### config.mk
export PLATFORM = sky130hd
export DESIGN_NAME = idiv_top
export DESIGN_NICKNAME = d
export VERILOG_FILES = /design/src/source/idiv_pkg.sv /design/src/source/idiv_top.sv /design/src/source/idiv_datapath.sv /design/src/source/idiv_controller.sv
export VERILOG_INCLUDE_DIRS = /design/src /design/src/source
export SDC_FILE = /design/constraint.sdc
export NUM_CORES = 1
export LEC_CHECK = 0
export BUFFER_PORTS_ARGS = -buffer_cell sky130_fd_sc_hd__buf_4
export CORE_MARGIN = 5
export CORE_UTILIZATION = 62
export CTS_CLUSTER_DIAMETER = 120
export DETAILED_ROUTE_END_ITERATION = 6
export PLACE_DENSITY = 0.85
export SKIP_CTS_REPAIR_TIMING = 1
export SYNTH_ARGS = -nofsm -noshare
export SYNTH_HDL_FRONTEND = slang
export SYNTH_HIERARCHICAL = 1
export SYNTH_SLANG_ARGS = --single-unit
### constraint.sdc
create_clock -name clk_i -period 10.6 [get_ports clk_i]
set_input_delay 2.65 -clock clk_i [delete_from_list [all_inputs] [get_ports clk_i]]
set_output_delay 2.65 -clock clk_i [all_outputs]
set_load 0.005 [all_outputs]
### src/source/idiv_cfg.svh
/*
 * Divider width settings. IDIV_WIDTH must be at least 2.
 * IDIV_CNT_WIDTH is derived and should not be overridden.
 */
`ifndef IDIV_CFG_SVH
`define IDIV_CFG_SVH

// operand and result width in bits
`define IDIV_WIDTH 32

// enough bits to count 0..IDIV_WIDTH inclusive
`define IDIV_CNT_WIDTH ($clog2(`IDIV_WIDTH + 1))

`endif
### src/source/idiv_pkg.sv
/*
 * Shared types of the iterative divider.
 * Operand selector encodings are one-hot and must match the datapath muxes.
 */
package idiv_pkg;

    // controller sequence
    typedef enum logic [3:0] {
        WAIT,
        NEG0,
        NEG1,
        SHIFT,
        CALC,
        REPAIR,
        REMAIN,
        QUOT,
        DONE
    } ctrl_state_t;

    // A register source
    typedef enum logic [1:0] {
        OPA_HOLD    = 2'b00,
        OPA_ADDER   = 2'b01,
        OPA_DIVISOR = 2'b10
    } opa_sel_t;

    // B register source, shift takes the adder result and C's top bit
    typedef enum logic [2:0] {
        OPB_SHIFT = 3'b001,
        OPB_ADDER = 3'b010,
        OPB_COPYC = 3'b100
    } opb_sel_t;

    // C register source, shift takes in the new quotient bit
    typedef enum logic [2:0] {
        OPC_SHIFT    = 3'b001,
        OPC_ADDER    = 3'b010,
        OPC_DIVIDEND = 3'b100
    } opc_sel_t;

endpackage

### src/source/idiv_top.sv
/*
 * Iterative integer divider, valid/ready in and valid/yumi out.
 * Inputs are only sampled while ready_o is high, results hold until yumi_i.
 */
`include "idiv_cfg.svh"

module idiv_top (
    input  logic                    clk_i,
    input  logic                    reset_i,

    input  logic                    v_i,
    output logic                    ready_o,
    input  logic [`IDIV_WIDTH-1:0]  dividend_i,
    input  logic [`IDIV_WIDTH-1:0]  divisor_i,
    input  logic                    signed_div_i,

    output logic                    v_o,
    input  logic                    yumi_i,
    output logic [`IDIV_WIDTH-1:0]  quotient_o,
    output logic [`IDIV_WIDTH-1:0]  remainder_o
);

    // controller to datapath
    idiv_pkg::opa_sel_t opa_sel;
    idiv_pkg::opb_sel_t opb_sel;
    idiv_pkg::opc_sel_t opc_sel;
    logic               opa_ld, opa_inv, opa_clr_l;
    logic               opb_ld, opb_inv, opb_clr_l;
    logic               opc_ld;
    logic               latch_signed;
    logic               adder_cin;

    // datapath status
    logic               zero_divisor;
    logic               signed_div_r;
    logic               adder_neg;
    logic               opa_neg;
    logic               opc_neg;

    idiv_controller u_controller (
        .clk_i          (clk_i),
        .reset_i        (reset_i),
        .v_i            (v_i),
        .ready_o        (ready_o),
        .zero_divisor_i (zero_divisor),
        .signed_div_r_i (signed_div_r),
        .adder_neg_i    (adder_neg),
        .opa_neg_i      (opa_neg),
        .opc_neg_i      (opc_neg),
        .opa_sel_o      (opa_sel),
        .opa_ld_o       (opa_ld),
        .opa_inv_o      (opa_inv),
        .opa_clr_l_o    (opa_clr_l),
        .opb_sel_o      (opb_sel),
        .opb_ld_o       (opb_ld),
        .opb_inv_o      (opb_inv),
        .opb_clr_l_o    (opb_clr_l),
        .opc_sel_o      (opc_sel),
        .opc_ld_o       (opc_ld),
        .latch_signed_o (latch_signed),
        .adder_cin_o    (adder_cin),
        .v_o            (v_o),
        .yumi_i         (yumi_i)
    );

    idiv_datapath u_datapath (
        .clk_i          (clk_i),
        .reset_i        (reset_i),
        .dividend_i     (dividend_i),
        .divisor_i      (divisor_i),
        .signed_div_i   (signed_div_i),
        .opa_sel_i      (opa_sel),
        .opa_ld_i       (opa_ld),
        .opa_inv_i      (opa_inv),
        .opa_clr_l_i    (opa_clr_l),
        .opb_sel_i      (opb_sel),
        .opb_ld_i       (opb_ld),
        .opb_inv_i      (opb_inv),
        .opb_clr_l_i    (opb_clr_l),
        .opc_sel_i      (opc_sel),
        .opc_ld_i       (opc_ld),
        .latch_signed_i (latch_signed),
        .adder_cin_i    (adder_cin),
        .zero_divisor_o (zero_divisor),
        .signed_div_r_o (signed_div_r),
        .adder_neg_o    (adder_neg),
        .opa_neg_o      (opa_neg),
        .opc_neg_o      (opc_neg),
        .quotient_o     (quotient_o),
        .remainder_o    (remainder_o)
    );

endmodule

### src/source/idiv_datapath.sv
/*
 * Operand registers and the single adder of the divider.
 * Registers are IDIV_WIDTH+1 bits wide so signed magnitudes fit.
 * After correction the quotient sits in C and the remainder in A.
 */
`include "idiv_cfg.svh"

module idiv_datapath (
    input  logic                     clk_i,
    input  logic                     reset_i,

    input  logic [`IDIV_WIDTH-1:0]   dividend_i,
    input  logic [`IDIV_WIDTH-1:0]   divisor_i,
    input  logic                     signed_div_i,

    input  idiv_pkg::opa_sel_t       opa_sel_i,
    input  logic                     opa_ld_i,
    input  logic                     opa_inv_i,
    input  logic                     opa_clr_l_i,

    input  idiv_pkg::opb_sel_t       opb_sel_i,
    input  logic                     opb_ld_i,
    input  logic                     opb_inv_i,
    input  logic                     opb_clr_l_i,

    input  idiv_pkg::opc_sel_t       opc_sel_i,
    input  logic                     opc_ld_i,

    input  logic                     latch_signed_i,
    input  logic                     adder_cin_i,

    output logic                     zero_divisor_o,
    output logic                     signed_div_r_o,
    output logic                     adder_neg_o,
    output logic                     opa_neg_o,
    output logic                     opc_neg_o,

    output logic [`IDIV_WIDTH-1:0]   quotient_o,
    output logic [`IDIV_WIDTH-1:0]   remainder_o
);

    localparam int W = `IDIV_WIDTH;

    logic [W:0] a_r, b_r, c_r;
    logic [W:0] a_nxt, b_nxt, c_nxt;
    logic [W:0] divisor_ext;
    logic [W:0] dividend_ext;
    logic [W:0] add_in_a, add_in_b;
    logic [W:0] add_out;
    logic       signed_div_r;

    // sign extend only in signed mode
    assign divisor_ext  = {signed_div_i & divisor_i[W-1], divisor_i};
    assign dividend_ext = {signed_div_i & dividend_i[W-1], dividend_i};

    // ==============================
    // adder
    // ==============================

    // clear wins over invert
    assign add_in_a = (a_r ^ {(W+1){opa_inv_i}}) & {(W+1){opa_clr_l_i}};
    assign add_in_b = (b_r ^ {(W+1){opb_inv_i}}) & {(W+1){opb_clr_l_i}};
    assign add_out  = add_in_a + add_in_b + {{W{1'b0}}, adder_cin_i};

    // ==============================
    // operand selectors
    // ==============================

    always_comb begin
        case (opa_sel_i)
            idiv_pkg::OPA_ADDER:   a_nxt = add_out;
            idiv_pkg::OPA_DIVISOR: a_nxt = divisor_ext;
            default:               a_nxt = a_r;
        endcase
    end

    // shift left the partial remainder, next dividend bit comes from C
    always_comb begin
        case (opb_sel_i)
            idiv_pkg::OPB_ADDER: b_nxt = add_out;
            idiv_pkg::OPB_COPYC: b_nxt = c_r;
            default:             b_nxt = {add_out[W-1:0], c_r[W]};
        endcase
    end

    // quotient bit is set when the new partial remainder is not negative
    always_comb begin
        case (opc_sel_i)
            idiv_pkg::OPC_ADDER:    c_nxt = add_out;
            idiv_pkg::OPC_DIVIDEND: c_nxt = dividend_ext;
            default:                c_nxt = {c_r[W-1:0], ~add_out[W]};
        endcase
    end

    // ==============================
    // registers
    // ==============================

    always_ff @(posedge clk_i) begin
        if (opa_ld_i) begin
            a_r <= a_nxt;
        end
        if (opb_ld_i) begin
            b_r <= b_nxt;
        end
        if (opc_ld_i) begin
            c_r <= c_nxt;
        end
    end

    always_ff @(posedge clk_i) begin
        if (reset_i) begin
            signed_div_r <= 1'b0;
        end else if (latch_signed_i) begin
            signed_div_r <= signed_div_i;
        end
    end

    // status back to the controller
    assign zero_divisor_o = (a_r == '0);
    assign signed_div_r_o = signed_div_r;
    assign adder_neg_o    = add_out[W];
    assign opa_neg_o      = a_r[W];
    assign opc_neg_o      = c_r[W];

    assign quotient_o  = c_r[W-1:0];
    assign remainder_o = a_r[W-1:0];

endmodule

### src/source/idiv_controller.sv
/*
 * Sequencer for the non-restoring divider. One division in flight at a time.
 * Latency depends on the operand signs and on the final remainder sign.
 * yumi_i is only honoured in DONE.
 */
`include "idiv_cfg.svh"

module idiv_controller (
    input  logic                  clk_i,
    input  logic                  reset_i,

    input  logic                  v_i,
    output logic                  ready_o,

    input  logic                  zero_divisor_i,
    input  logic                  signed_div_r_i,
    input  logic                  adder_neg_i,
    input  logic                  opa_neg_i,
    input  logic                  opc_neg_i,

    output idiv_pkg::opa_sel_t    opa_sel_o,
    output logic                  opa_ld_o,
    output logic                  opa_inv_o,
    output logic                  opa_clr_l_o,

    output idiv_pkg::opb_sel_t    opb_sel_o,
    output logic                  opb_ld_o,
    output logic                  opb_inv_o,
    output logic                  opb_clr_l_o,

    output idiv_pkg::opc_sel_t    opc_sel_o,
    output logic                  opc_ld_o,

    output logic                  latch_signed_o,
    output logic                  adder_cin_o,

    output logic                  v_o,
    input  logic                  yumi_i
);

    localparam int unsigned CALC_LAST = `IDIV_WIDTH;

    idiv_pkg::ctrl_state_t state_r, state_nxt;

    logic [`IDIV_CNT_WIDTH-1:0] calc_cnt;
    logic                       calc_done;
    logic                       add_neg_last;
    logic                       q_neg;
    logic                       r_neg;
    logic                       neg_ld;

    // ==============================
    // sign flags
    // ==============================

    // previous adder sign picks add or subtract for the next step
    always_ff @(posedge clk_i) begin
        if (reset_i) begin
            add_neg_last <= 1'b0;
            q_neg        <= 1'b0;
            r_neg        <= 1'b0;
        end else begin
            add_neg_last <= adder_neg_i;
            if (neg_ld) begin
                // quotient is negative when operand signs differ
                q_neg <= (opa_neg_i ^ opc_neg_i) & signed_div_r_i;
                // remainder follows the dividend sign
                r_neg <= opc_neg_i & signed_div_r_i;
            end
        end
    end

    // ==============================
    // iteration counter
    // ==============================

    assign calc_done = (calc_cnt == CALC_LAST[`IDIV_CNT_WIDTH-1:0]);

    always_ff @(posedge clk_i) begin
        if (reset_i) begin
            calc_cnt <= '0;
        end else if (state_r == idiv_pkg::CALC) begin
            calc_cnt <= calc_done ? '0 : calc_cnt + 1'b1;
        end
    end

    // ==============================
    // state machine
    // ==============================

    always_ff @(posedge clk_i) begin
        if (reset_i) begin
            state_r <= idiv_pkg::WAIT;
        end else begin
            state_r <= state_nxt;
        end
    end

    always_comb begin
        state_nxt      = state_r;
        opa_sel_o      = idiv_pkg::OPA_HOLD;
        opa_ld_o       = 1'b0;
        opa_inv_o      = !add_neg_last;
        opa_clr_l_o    = 1'b1;
        opb_sel_o      = idiv_pkg::OPB_SHIFT;
        opb_ld_o       = 1'b0;
        opb_inv_o      = 1'b0;
        opb_clr_l_o    = 1'b1;
        opc_sel_o      = idiv_pkg::OPC_SHIFT;
        opc_ld_o       = 1'b0;
        latch_signed_o = 1'b0;
        adder_cin_o    = !add_neg_last;
        neg_ld         = 1'b0;

        case (state_r)
            idiv_pkg::WAIT: begin
                if (v_i) begin
                    opa_sel_o      = idiv_pkg::OPA_DIVISOR;
                    opa_ld_o       = 1'b1;
                    opc_sel_o      = idiv_pkg::OPC_DIVIDEND;
                    opc_ld_o       = 1'b1;
                    latch_signed_o = 1'b1;
                    state_nxt      = idiv_pkg::NEG0;
                end
            end

            // A <= -A when the divisor is negative, B keeps a copy of the dividend
            idiv_pkg::NEG0: begin
                neg_ld      = 1'b1;
                opa_sel_o   = idiv_pkg::OPA_ADDER;
                opa_inv_o   = 1'b1;
                opa_ld_o    = opa_neg_i & signed_div_r_i;
                opb_clr_l_o = 1'b0;
                opb_sel_o   = idiv_pkg::OPB_COPYC;
                opb_ld_o    = 1'b1;
                adder_cin_o = 1'b1;
                state_nxt   = (opc_neg_i & signed_div_r_i) ? idiv_pkg::NEG1 : idiv_pkg::SHIFT;
            end

            // C <= -B, the dividend magnitude
            idiv_pkg::NEG1: begin
                opa_clr_l_o = 1'b0;
                opb_inv_o   = 1'b1;
                adder_cin_o = 1'b1;
                opc_sel_o   = idiv_pkg::OPC_ADDER;
                opc_ld_o    = 1'b1;
                state_nxt   = idiv_pkg::SHIFT;
            end

            // adder gives zero, so B starts from C's top bit
            idiv_pkg::SHIFT: begin
                opa_clr_l_o = 1'b0;
                opa_inv_o   = 1'b0;
                opb_clr_l_o = 1'b0;
                adder_cin_o = 1'b0;
                opb_ld_o    = 1'b1;
                opc_ld_o    = 1'b1;
                state_nxt   = idiv_pkg::CALC;
            end

            idiv_pkg::CALC: begin
                opb_sel_o = calc_done ? idiv_pkg::OPB_ADDER : idiv_pkg::OPB_SHIFT;
                opb_ld_o  = 1'b1;
                opc_ld_o  = 1'b1;
                if (calc_done) begin
                    state_nxt = adder_neg_i ? idiv_pkg::REPAIR : idiv_pkg::REMAIN;
                end
            end

            // add the divisor back to a negative remainder
            idiv_pkg::REPAIR: begin
                opa_inv_o   = 1'b0;
                adder_cin_o = 1'b0;
                opb_sel_o   = idiv_pkg::OPB_ADDER;
                opb_ld_o    = 1'b1;
                state_nxt   = idiv_pkg::REMAIN;
            end

            // A <= +/-B as the final remainder, B takes the quotient
            idiv_pkg::REMAIN: begin
                opa_sel_o   = idiv_pkg::OPA_ADDER;
                opa_ld_o    = 1'b1;
                opa_clr_l_o = 1'b0;
                opb_inv_o   = r_neg;
                adder_cin_o = r_neg;
                opb_sel_o   = idiv_pkg::OPB_COPYC;
                opb_ld_o    = 1'b1;
                state_nxt   = (zero_divisor_i | !q_neg) ? idiv_pkg::DONE : idiv_pkg::QUOT;
            end

            idiv_pkg::QUOT: begin
                opa_clr_l_o = 1'b0;
                opb_inv_o   = 1'b1;
                adder_cin_o = 1'b1;
                opc_sel_o   = idiv_pkg::OPC_ADDER;
                opc_ld_o    = 1'b1;
                state_nxt   = idiv_pkg::DONE;
            end

            idiv_pkg::DONE: begin
                if (yumi_i) begin
                    state_nxt = idiv_pkg::WAIT;
                end
            end

            default: begin
                state_nxt = idiv_pkg::WAIT;
            end
        endcase
    end

    assign ready_o = (state_r == idiv_pkg::WAIT);
    assign v_o     = (state_r == idiv_pkg::DONE);

endmodule

# Word level (Yosys, flattened, before mapping)
# Cells that the tools add are included.
word_totals:
  ff_bits: 113
  in_bits: 69
  wordCells: 85
classes:
  add_sub_neg: 3
  n_eq_ne: 18
  muxes: 28
  n_bitwise: 12
  reduce_logical: 15
op_table:
  columns: ["op", "n"]
  rows:
  - ["$pmux 33 s2", 3]
  - ["$and 33x33->33", 2]
  - ["$xor 33x33->33", 2]
  - ["$pmux 4 s9", 1]
  - ["$add 33x1->33", 1]
  - ["$add 33x33->33", 1]
  - ["$logic_not 33->1", 1]
  - ["$eq 4x3->1 const B", 4]
  - ["$mux 4", 4]
  - ["$pmux 3 s3", 1]
  - ["$eq 4x2->1 const B", 2]
  - ["$reduce_or 2->1", 4]
  - ["$reduce_or 4->1", 2]
  - ["$mux 1", 7]
  - ["$add 6x1->6 const B", 1]
  - ["$eq 3x2->1 const B", 2]
  - ["$eq 3x3->1 const B", 2]
  - ["$eq 6x6->1 const B", 1]
  - ["$mux 2", 3]
  - ["$mux 6", 1]
  - ["$pmux 1 s2", 3]
  - ["$pmux 1 s3", 2]
  - ["$pmux 3 s2", 1]
  - ["$and 1x1->1", 5]
  - ["other kinds (18)", 20]

# Depth between registers and ports, before layout
# Gate-level depths: netlist (run 1).
logic_depth:
  word_depth: 10
  depth_mapped: 20
  mapped_depth_nobuf: 18

# Hierarchy
# Netlist (run 1), hierarchy kept.
by_module_without_submodules:
  columns: ["mod", "instances", "cells_each", "area_per_inst_um2", "seq_area_each_um2"]
  rows:
  - ["idiv_datapath", 1, 726, 7134.3, 2992.9]
  - ["idiv_controller", 1, 128, 934.6, 260.2]

# Worst setup path before layout (run 1)
# OpenSTA, ideal clock, no wires.
synth_path:
  path_kind: "input to register"
  from: "input port v_i"
  to: "register u_datapath.c_r[0] (enable)"
  setup_ps: 478
  arrival_time_ps: 5321
  required_ps: 10122
  path_slack_ps: 4801
  cell_stages: 2
  path_cell_list: "o21ai_0 a221oi_1"
synth_via:
  elab_chain_len: 2
synth_lines:
  columns: ["element", "line", "source"]
  rows:
  - ["start, declared", "idiv_top.sv:11", "input logic v_i,"]
  - ["$mux 1", "idiv_controller.sv:117", "if (v_i) begin"]
  - ["$pmux 1 s2", "idiv_controller.sv:115", "case (state_r)"]
  - ["named net opc_ld", "idiv_top.sv:29", "logic opc_ld;"]
  - ["end signal, assigned", "idiv_datapath.sv:107", "c_r <= c_nxt;"]
  - ["end, declared", "idiv_datapath.sv:44", "logic [W:0] a_r, b_r, c_r;"]
# The timed path passes the listed nets, and every way through them passes these cells.
# A chain may end at the register's enable or synchronous reset.

# Final worst setup path (run 1)
layout_path:
  from: "register u_controller.state_r[1]"
  to: "register u_datapath.b_r[24] (data pin)"
layout_lines:
  columns: ["element", "line", "source"]
  rows:
  - ["start, declared", "idiv_controller.sv:43", "idiv_pkg::ctrl_state_t state_r, state_nxt;"]
  - ["start signal, assigned", "idiv_controller.sv:93", "state_r <= idiv_pkg::WAIT;"]
  - ["start signal, assigned", "idiv_controller.sv:95", "state_r <= state_nxt;"]
  - ["$eq 4x2->1 / $eq 4x3->1 (equally long branches)", "idiv_controller.sv:115", null]
  - ["$reduce_or 4->1 (no line) *", null, null]
  - ["$mux 1 *", "idiv_controller.sv:115", null]
  - ["named net opa_clr_l", "idiv_top.sv:27", "logic opa_ld, opa_inv, opa_clr_l;"]
  - ["$and 33x33->33 *", "idiv_datapath.sv:61", "assign add_in_a = (a_r ^ {(W+1){opa_inv_i}}) & {(W+1){opa_clr_l_i}};"]
  - ["$add 33x33->33 *", "idiv_datapath.sv:63", "assign add_out = add_in_a + add_in_b + {{W{1'b0}}, adder_cin_i};"]
  - ["$add 33x1->33 *", "idiv_datapath.sv:63", null]
  - ["$pmux 33 s2 *", "idiv_datapath.sv:79", "case (opb_sel_i)"]
  - ["named net u_datapath.b_nxt[24]", "idiv_datapath.sv:45", "logic [W:0] a_nxt, b_nxt, c_nxt;"]
  - ["end signal, assigned", "idiv_datapath.sv:104", "b_r <= b_nxt;"]
  - ["end, declared", "idiv_datapath.sv:44", null]
# Mark *: on every way through the listed nets, which the timed path passes. The rest lies on a longest branch.

==> impl_metrics.py, run 1 <==
metrics = {
    "critical_path": {
        "critPathMaxStageDelay_ns": 0.77,
        "crit_chain": "nand2b_1 > o21bai_1 > a21oi_4 > buf_4 > xor2_1 > and2_1 > fa_1 > inv_1 > fa_1 > nor2b_1 > o2111ai_1 > a211oi_1 > o41ai_1 > a31o_2 > o21ai_0 > xnor2_1 > o221ai_1",
        "cpMostUsedCell": "fa_1",
        "cp_slowest_cell": "nand2b_1",
        "critical_path_buf_inv_count": 2,
        "crit_required_ns": 10.74,
        "cp-end-kind": "register",
        "cp_max_fo": 34,
        "cp-start-kind": "register",
        "crit_family": "compound AO/OA/AOI/OAI gates",
        "critPathKind": "reg -> reg",
        "crit_arrival_ns": 6.13,
    },
    "sta": {
        "hold_viol": 0,
        "setup_viol": 0,
        "setup_slack_ns": 4.605,
        "skew_ns": 0.008607,
        "grt_setup_unrepaired": "no",
        "final_max_slew_viol_count": 0,
        "relSlewSlack_pct": 15.72,
        "min_period_ns": 5.995,
        "fin_crit_sh_pct": 56.56,
        "worst_pin_slew_ns": 1.261,
        "fin_tns_setup_ns": 0,
        "timing.fmax_mhz": 166.8,
    },
    "synth": {
        "synth-edff-count": 99,
        "yosys.area.top_type": "edfxtp_1",
        "synthMuxAreaShare_pct": 0.6668,
        "synthXorXnorAreaFrac_pct": 11.07,
        "synth_compound_area_share_pct": 20.61,
        "yosys.area_share.adder_pct": 5.768,
        "synth_top_family_by_area": "compound AO/OA/AOI/OAI gates",
        "yosys_register_bits": 113,
        "async_reset_ff_share_pct": 0,
        "syn_nets": 959,
        "synthSimpleGateAreaFrac_pct": 18.16,
        "synth_area_leaders": "edfxtp_1 37%, xor2_1 9.3%, and2_1 5.8%",
        "yosysSeqAreaShare_pct": 40.32,
        "ys.flop_type": "edfxtp_1",
        "postSynthCellCount": 854,
        "synth_top_area_share_pct": 36.84,
        "postSynthAreaPerCell_um2": 9.448,
        "ys_types": 68,
        "synthesis.area_um2": 8069,
        "yosys_warnings": 6,
    },
    "grt": {
        "antenna_found_initial": 0,
        "grt_pass1_vias": 6980,
        "grt_pass1_wl_mm": 36.40,
        "grt_usage_pct": 30.50,
        "grt_max_degree": 64,
        "grt_overflow": 0,
    },
    "die": {
        "dieWidth_um": 124.1,
        "boundaryPins": 135,
        "die_y_um": 124.1,
        "rows": 41,
        "core_um2": 12670,
        "initial_core_util_pct": 63.68,
        "dieArea_um2": 15400,
    },
    "clock_network": {
        "cts_buffer_depth": 2,
        "cts_made_buffers": 17,
        "clk_latency_ns": 0.42,
        "clock-sinks": 113,
        "htreeDepth": 4,
        "path_clk_slew_ns": 0.06,
        "cts_tree": "done",
        "cts-root-buf": "clkbuf_16",
    },
    "detailed_routing": {
        "routed_via_density": 6.297,
        "wl_mm": 23.22,
        "num_vias": 7241,
        "final_antenna_net_count": 0,
        "drcViolationCount": 0,
        "drt_pass1_iterations": 7,
        "drt-initial-drc-count": 761,
        "wl_per_cell_um": 20.19,
    },
    "layout": {
        "final_cell_mix": "143 x buf_4, 100 x nand2_1, 99 x edfxtp_1, 86 x xor2_1, 78 x o21ai_0",
        "final_common_cell": "buf_4",
        "drive_gt1_share_pct": 20.04,
        "area_growth_pct": 21.03,
        "nets": 1070,
        "diodes": 0,
    },
    "hold_path": {
        "hold_path_class": "reg -> reg",
    },
    "placement": {
        "numPortBuffers": 134,
        "hpwlAfterDp_mm": 15.68,
        "gp_congestion": 0.9530,
        "pre_cts_slack_ns": 4.745,
    },
    "job": {
        "max-cap-violations": 0,
    },
    "status": {
        "outcome": "completed",
    },
}
## area by class of cell
type	count	area (µm²)
inverters	17	63.81
repair buffers	143	1074
flip-flops and latches	113	3253
well taps	172	215.2
clock buffers	18	429.2
multi-input cells	673	4608
fillers	893	2905
clock inverters	14	122.6
## synth_stat cells, types with 3 or more instances
| library cell | count |
|---|---|
| nor4_1 | 9 |
| a21o_1 | 13 |
| and3_1 | 6 |
| inv_1 | 17 |
| buf_1 | 3 |
| nand4_1 | 8 |
| ha_1 | 34 |
| a31oi_1 | 3 |
| a221o_1 | 6 |
| o221ai_1 | 30 |
| nor3_1 | 6 |
| o21bai_1 | 5 |
| nand3_1 | 15 |
| nand2b_1 | 7 |
| xnor2_1 | 16 |
| dfxtp_1 | 14 |
| or2_2 | 3 |
| o211ai_1 | 4 |
| nor3b_1 | 4 |
| o21a_1 | 3 |
| a211oi_1 | 5 |
| clkbuf_1 | 44 |
| nor2b_1 | 10 |
| a21oi_1 | 34 |
| mux2_2 | 3 |
| nand2_1 | 100 |
| nor2_1 | 33 |
| xor2_1 | 86 |
| edfxtp_1 | 99 |
| and2_1 | 75 |
| a22oi_1 | 31 |
| o21ai_0 | 79 |
## flip-flops by register name, indices dropped and copies added, names as in the netlist
name / count
u_controller/state_r: 4
u_datapath/signed_div_r_o: 1
u_controller/calc_cnt: 6
u_datapath/a_r: 33
u_datapath/c_r: 33
u_controller/q_neg: 1
u_controller/add_neg_last: 1
u_datapath/b_r: 33
u_controller/r_neg: 1
## final timing paths
| check | start | endpoint | slack [ns] | cells after the start |
|---|---|---|---|---|
| min | u_controller/q_neg | u_controller/q_neg | 0.45 | 2 |
| max | u_controller/state_r[1] | u_datapath/b_r[24] | 4.60 | 17 |
| min reg2reg | u_controller/q_neg | u_controller/q_neg | 0.45 | 2 |
| max reg2reg | u_controller/state_r[1] | u_datapath/b_r[24] | 4.60 | 17 |
## per-layer routing
layer | global-route usage [%] | up-vias | part of all wire [%]
met1 | 41.23 | 3447 | 42
met3 | 6.085 | 37 | 8.5
met5 | 0 | - | 0
met2 | 49.97 | 388 | 47
met4 | 8.898 | 0 | 1.7
li1 | - | 3369 | -
## tightest hold or removal path, cell delays in order (launching register included)
cell and delay [ns]:
dfxtp_1 0.30, nand2_1 0.05, a21oi_1 0.05
## per-stage QoR
stage | cells | cell area (µm²) | hold slack (ns) | utilization, %
3_3_place_gp | 1118 | 9214 | 0.4386 | 72.72
6_report | 1150 | 9766 | 0.4538 | 77.07
3_5_place_dp | 1118 | 9214 | 0.4393 | 72.72
5_1_grt | 1150 | 9766 | 0.4986 | 77.07
4_1_cts | 1150 | 9766 | 0.4472 | 77.07
2_1_floorplan | 854 | 8069 | 0.4271 | -
## cells by family after synthesis
logic type,after synthesis
AO/OA/AOI/OAI,244
XOR/XNOR,102
adder cells (fa/ha/maj),36
buffers and inverters,68
flip-flops,113
multiplexers,5
AND/OR/NAND/NOR,286
Power of run 1 is left out: the tool's default activity adds up to more than one toggle a clock period on the data nets, which glitch-free logic cannot reach.
==> run 2, diff against run 1 <==
--- a/config.mk
+++ b/config.mk
@@ -8,10 +8,10 @@
 export LEC_CHECK = 0
 export BUFFER_PORTS_ARGS = -buffer_cell sky130_fd_sc_hd__buf_4
 export CORE_MARGIN = 5
-export CORE_UTILIZATION = 62
+export CORE_UTILIZATION = 52
 export CTS_CLUSTER_DIAMETER = 120
 export DETAILED_ROUTE_END_ITERATION = 6
-export PLACE_DENSITY = 0.85
+export PLACE_DENSITY = 0.76
 export SKIP_CTS_REPAIR_TIMING = 1
 export SYNTH_ARGS = -nofsm -noshare
 export SYNTH_HDL_FRONTEND = slang
==> constraint.sdc (replaced) <==
create_clock -name clk_i -period 5.1 [get_ports clk_i]
set_input_delay 1.275 -clock clk_i [delete_from_list [all_inputs] [get_ports clk_i]]
set_output_delay 1.275 -clock clk_i [all_outputs]
set_load 0.005 [all_outputs]
==> impl_metrics.py, run 2 (synthesis gave the netlist of run 1 again) <==
metrics = {
    "die": {
        "die_y_um": 134.6,
        "rows": 45,
        "initial_core_util_pct": 53.08,
        "boundaryPins": 135,
        "dieWidth_um": 134.6,
        "dieArea_um2": 18110,
        "core_um2": 15200,
    },
    "critical_path": {
        "crit_arrival_ns": 4.88,
        "critical_path_buf_inv_count": 2,
        "critPathMaxStageDelay_ns": 0.69,
        "cp_max_fo": 17,
        "crit_chain": "nor2b_1 > nand2b_1 > a311oi_1 > nor2_1 > fa_1 > inv_1 > fa_1 > nor2b_1 > o2111ai_1 > a211oi_2 > o41ai_1 > buf_4 > a31o_2 > o21ai_0 > xnor2_1 > o221ai_1",
        "cp-start-kind": "register",
        "crit_family": "compound AO/OA/AOI/OAI gates",
        "critPathKind": "reg -> reg",
        "crit_required_ns": 5.24,
        "cp_slowest_cell": "dfxtp_1",
        "cp-end-kind": "register",
    },
    "sta": {
        "skew_ns": 0.01017,
        "min_period_ns": 4.747,
        "grt_setup_unrepaired": "no",
        "setup_viol": 0,
        "worst_pin_slew_ns": 1.198,
        "fin_tns_setup_ns": 0,
        "relSlewSlack_pct": 19.92,
        "timing.fmax_mhz": 210.7,
        "fin_crit_sh_pct": 93.08,
        "final_max_slew_viol_count": 0,
        "hold_viol": 0,
    },
    "layout": {
        "final_common_cell": "buf_4",
        "top_regs": "u_datapath/a_r x33, u_datapath/b_r x33, u_datapath/c_r x33",
        "fillCellCount": 1265,
        "final_cell_mix": "150 x buf_4, 100 x nand2_1, 99 x edfxtp_1, 86 x xor2_1, 78 x o21ai_0",
        "area_growth_pct": 22.24,
        "drive_gt1_share_pct": 20.91,
        "diodes": 0,
        "nets": 1077,
    },
    "detailed_routing": {
        "drcViolationCount": 7,
        "drt_pass1_iterations": 7,
        "final_antenna_net_count": 0,
        "routed_via_density": 6.089,
        "wl_mm": 23.35,
        "drt-initial-drc-count": 742,
        "wl_per_cell_um": 19.90,
        "num_vias": 7142,
    },
    "clock_network": {
        "clock-sinks": 113,
        "path_clk_slew_ns": 0.06,
        "cts_tree": "done",
        "cts_made_buffers": 17,
        "clk_latency_ns": 0.43,
        "cts-root-buf": "clkbuf_16",
        "cts_buffer_depth": 2,
        "htreeDepth": 4,
    },
    "status": {
        "violations": "design-rule violations",
        "outcome": "complete, but fails checks",
    },
    "grt": {
        "grt_overflow": 0,
        "grt_max_degree": 38,
        "grt_pass1_wl_mm": 37.12,
        "antenna_found_initial": 0,
        "grt_usage_pct": 25.84,
        "grt_pass1_vias": 7059,
    },
    "hold_path": {
        "hold_path_class": "reg -> reg",
    },
    "job": {
        "max-cap-violations": 0,
    },
    "placement": {
        "hpwlAfterDp_mm": 16.39,
        "gp_congestion": 0.9253,
        "numPortBuffers": 134,
    },
}
==> run 2: changes by cell type in the layout (fill, tap and decap cells not counted), moves of 2 or more <==
cell        previous run  this run
bufinv_16              2         0
clkinvlp_4             3         1
clkbuf_1               1         4
buf_4                143       150
clkinv_1               4         0
clkinv_2               5         3
clkbuf_8               0         6
==> run 2: worst min-delay path: stages, from the launching register on <==
cell and delay (ns):
dfxtp_1 0.31, nand2_1 0.05, a21oi_1 0.05
==> run 2: worst paths after layout <==
check | slack, ns | startpoint | endpoint | cells after the start
setup / recovery | 0.35 | u_controller/state_r[1] | u_datapath/b_r[24] | 16
hold / removal | 0.46 | u_controller/q_neg | u_controller/q_neg | 2
setup reg to reg | 0.35 | u_controller/state_r[1] | u_datapath/b_r[24] | 16
hold reg to reg | 0.46 | u_controller/q_neg | u_controller/q_neg | 2
==> run 2: layer usage <==
metal | track usage, % | wire length [µm]
met1 | 35.36 | 10200
met2 | 41.28 | 10900
met3 | 5.104 | 1739
met4 | 8.824 | 503
met5 | 0 | 0
==> run 2: per-stage QoR <==
step / std cells / cell area (µm²) / util [%] / hold slack (ns) / worst slack [ns]
after CTS: 1173 / 9857 / 64.84 / 0.4648 / 0.1832
after detailed placement: 1141 / 9286 / 61.09 / 0.4561 / 0.2896
after global routing: 1173 / 9863 / 64.88 / 0.5047 / 0.01978
after global placement: 1141 / 9286 / 61.09 / 0.4548 / 0.4942
after floorplan: 854 / 8069 / - / 0.4271 / 0.6759
final: 1173 / 9863 / 64.88 / 0.4632 / 0.3529
==> run 2: cell type report <==
| class | instances | area, µm² | area share, % |
|---|---|---|---|
| clock buffer | 28 | 548.0 | 5.556 |
| clock inverter | 4 | 22.52 | 0.2283 |
| inverter | 17 | 63.81 | 0.6470 |
| multi-input combinational | 673 | 4613 | 46.77 |
| sequential | 113 | 3254 | 33.00 |
| tap | 188 | 235.2 | 2.385 |
| timing repair buffer | 150 | 1126 | 11.42 |
Power of run 2 is left out for the same reason.
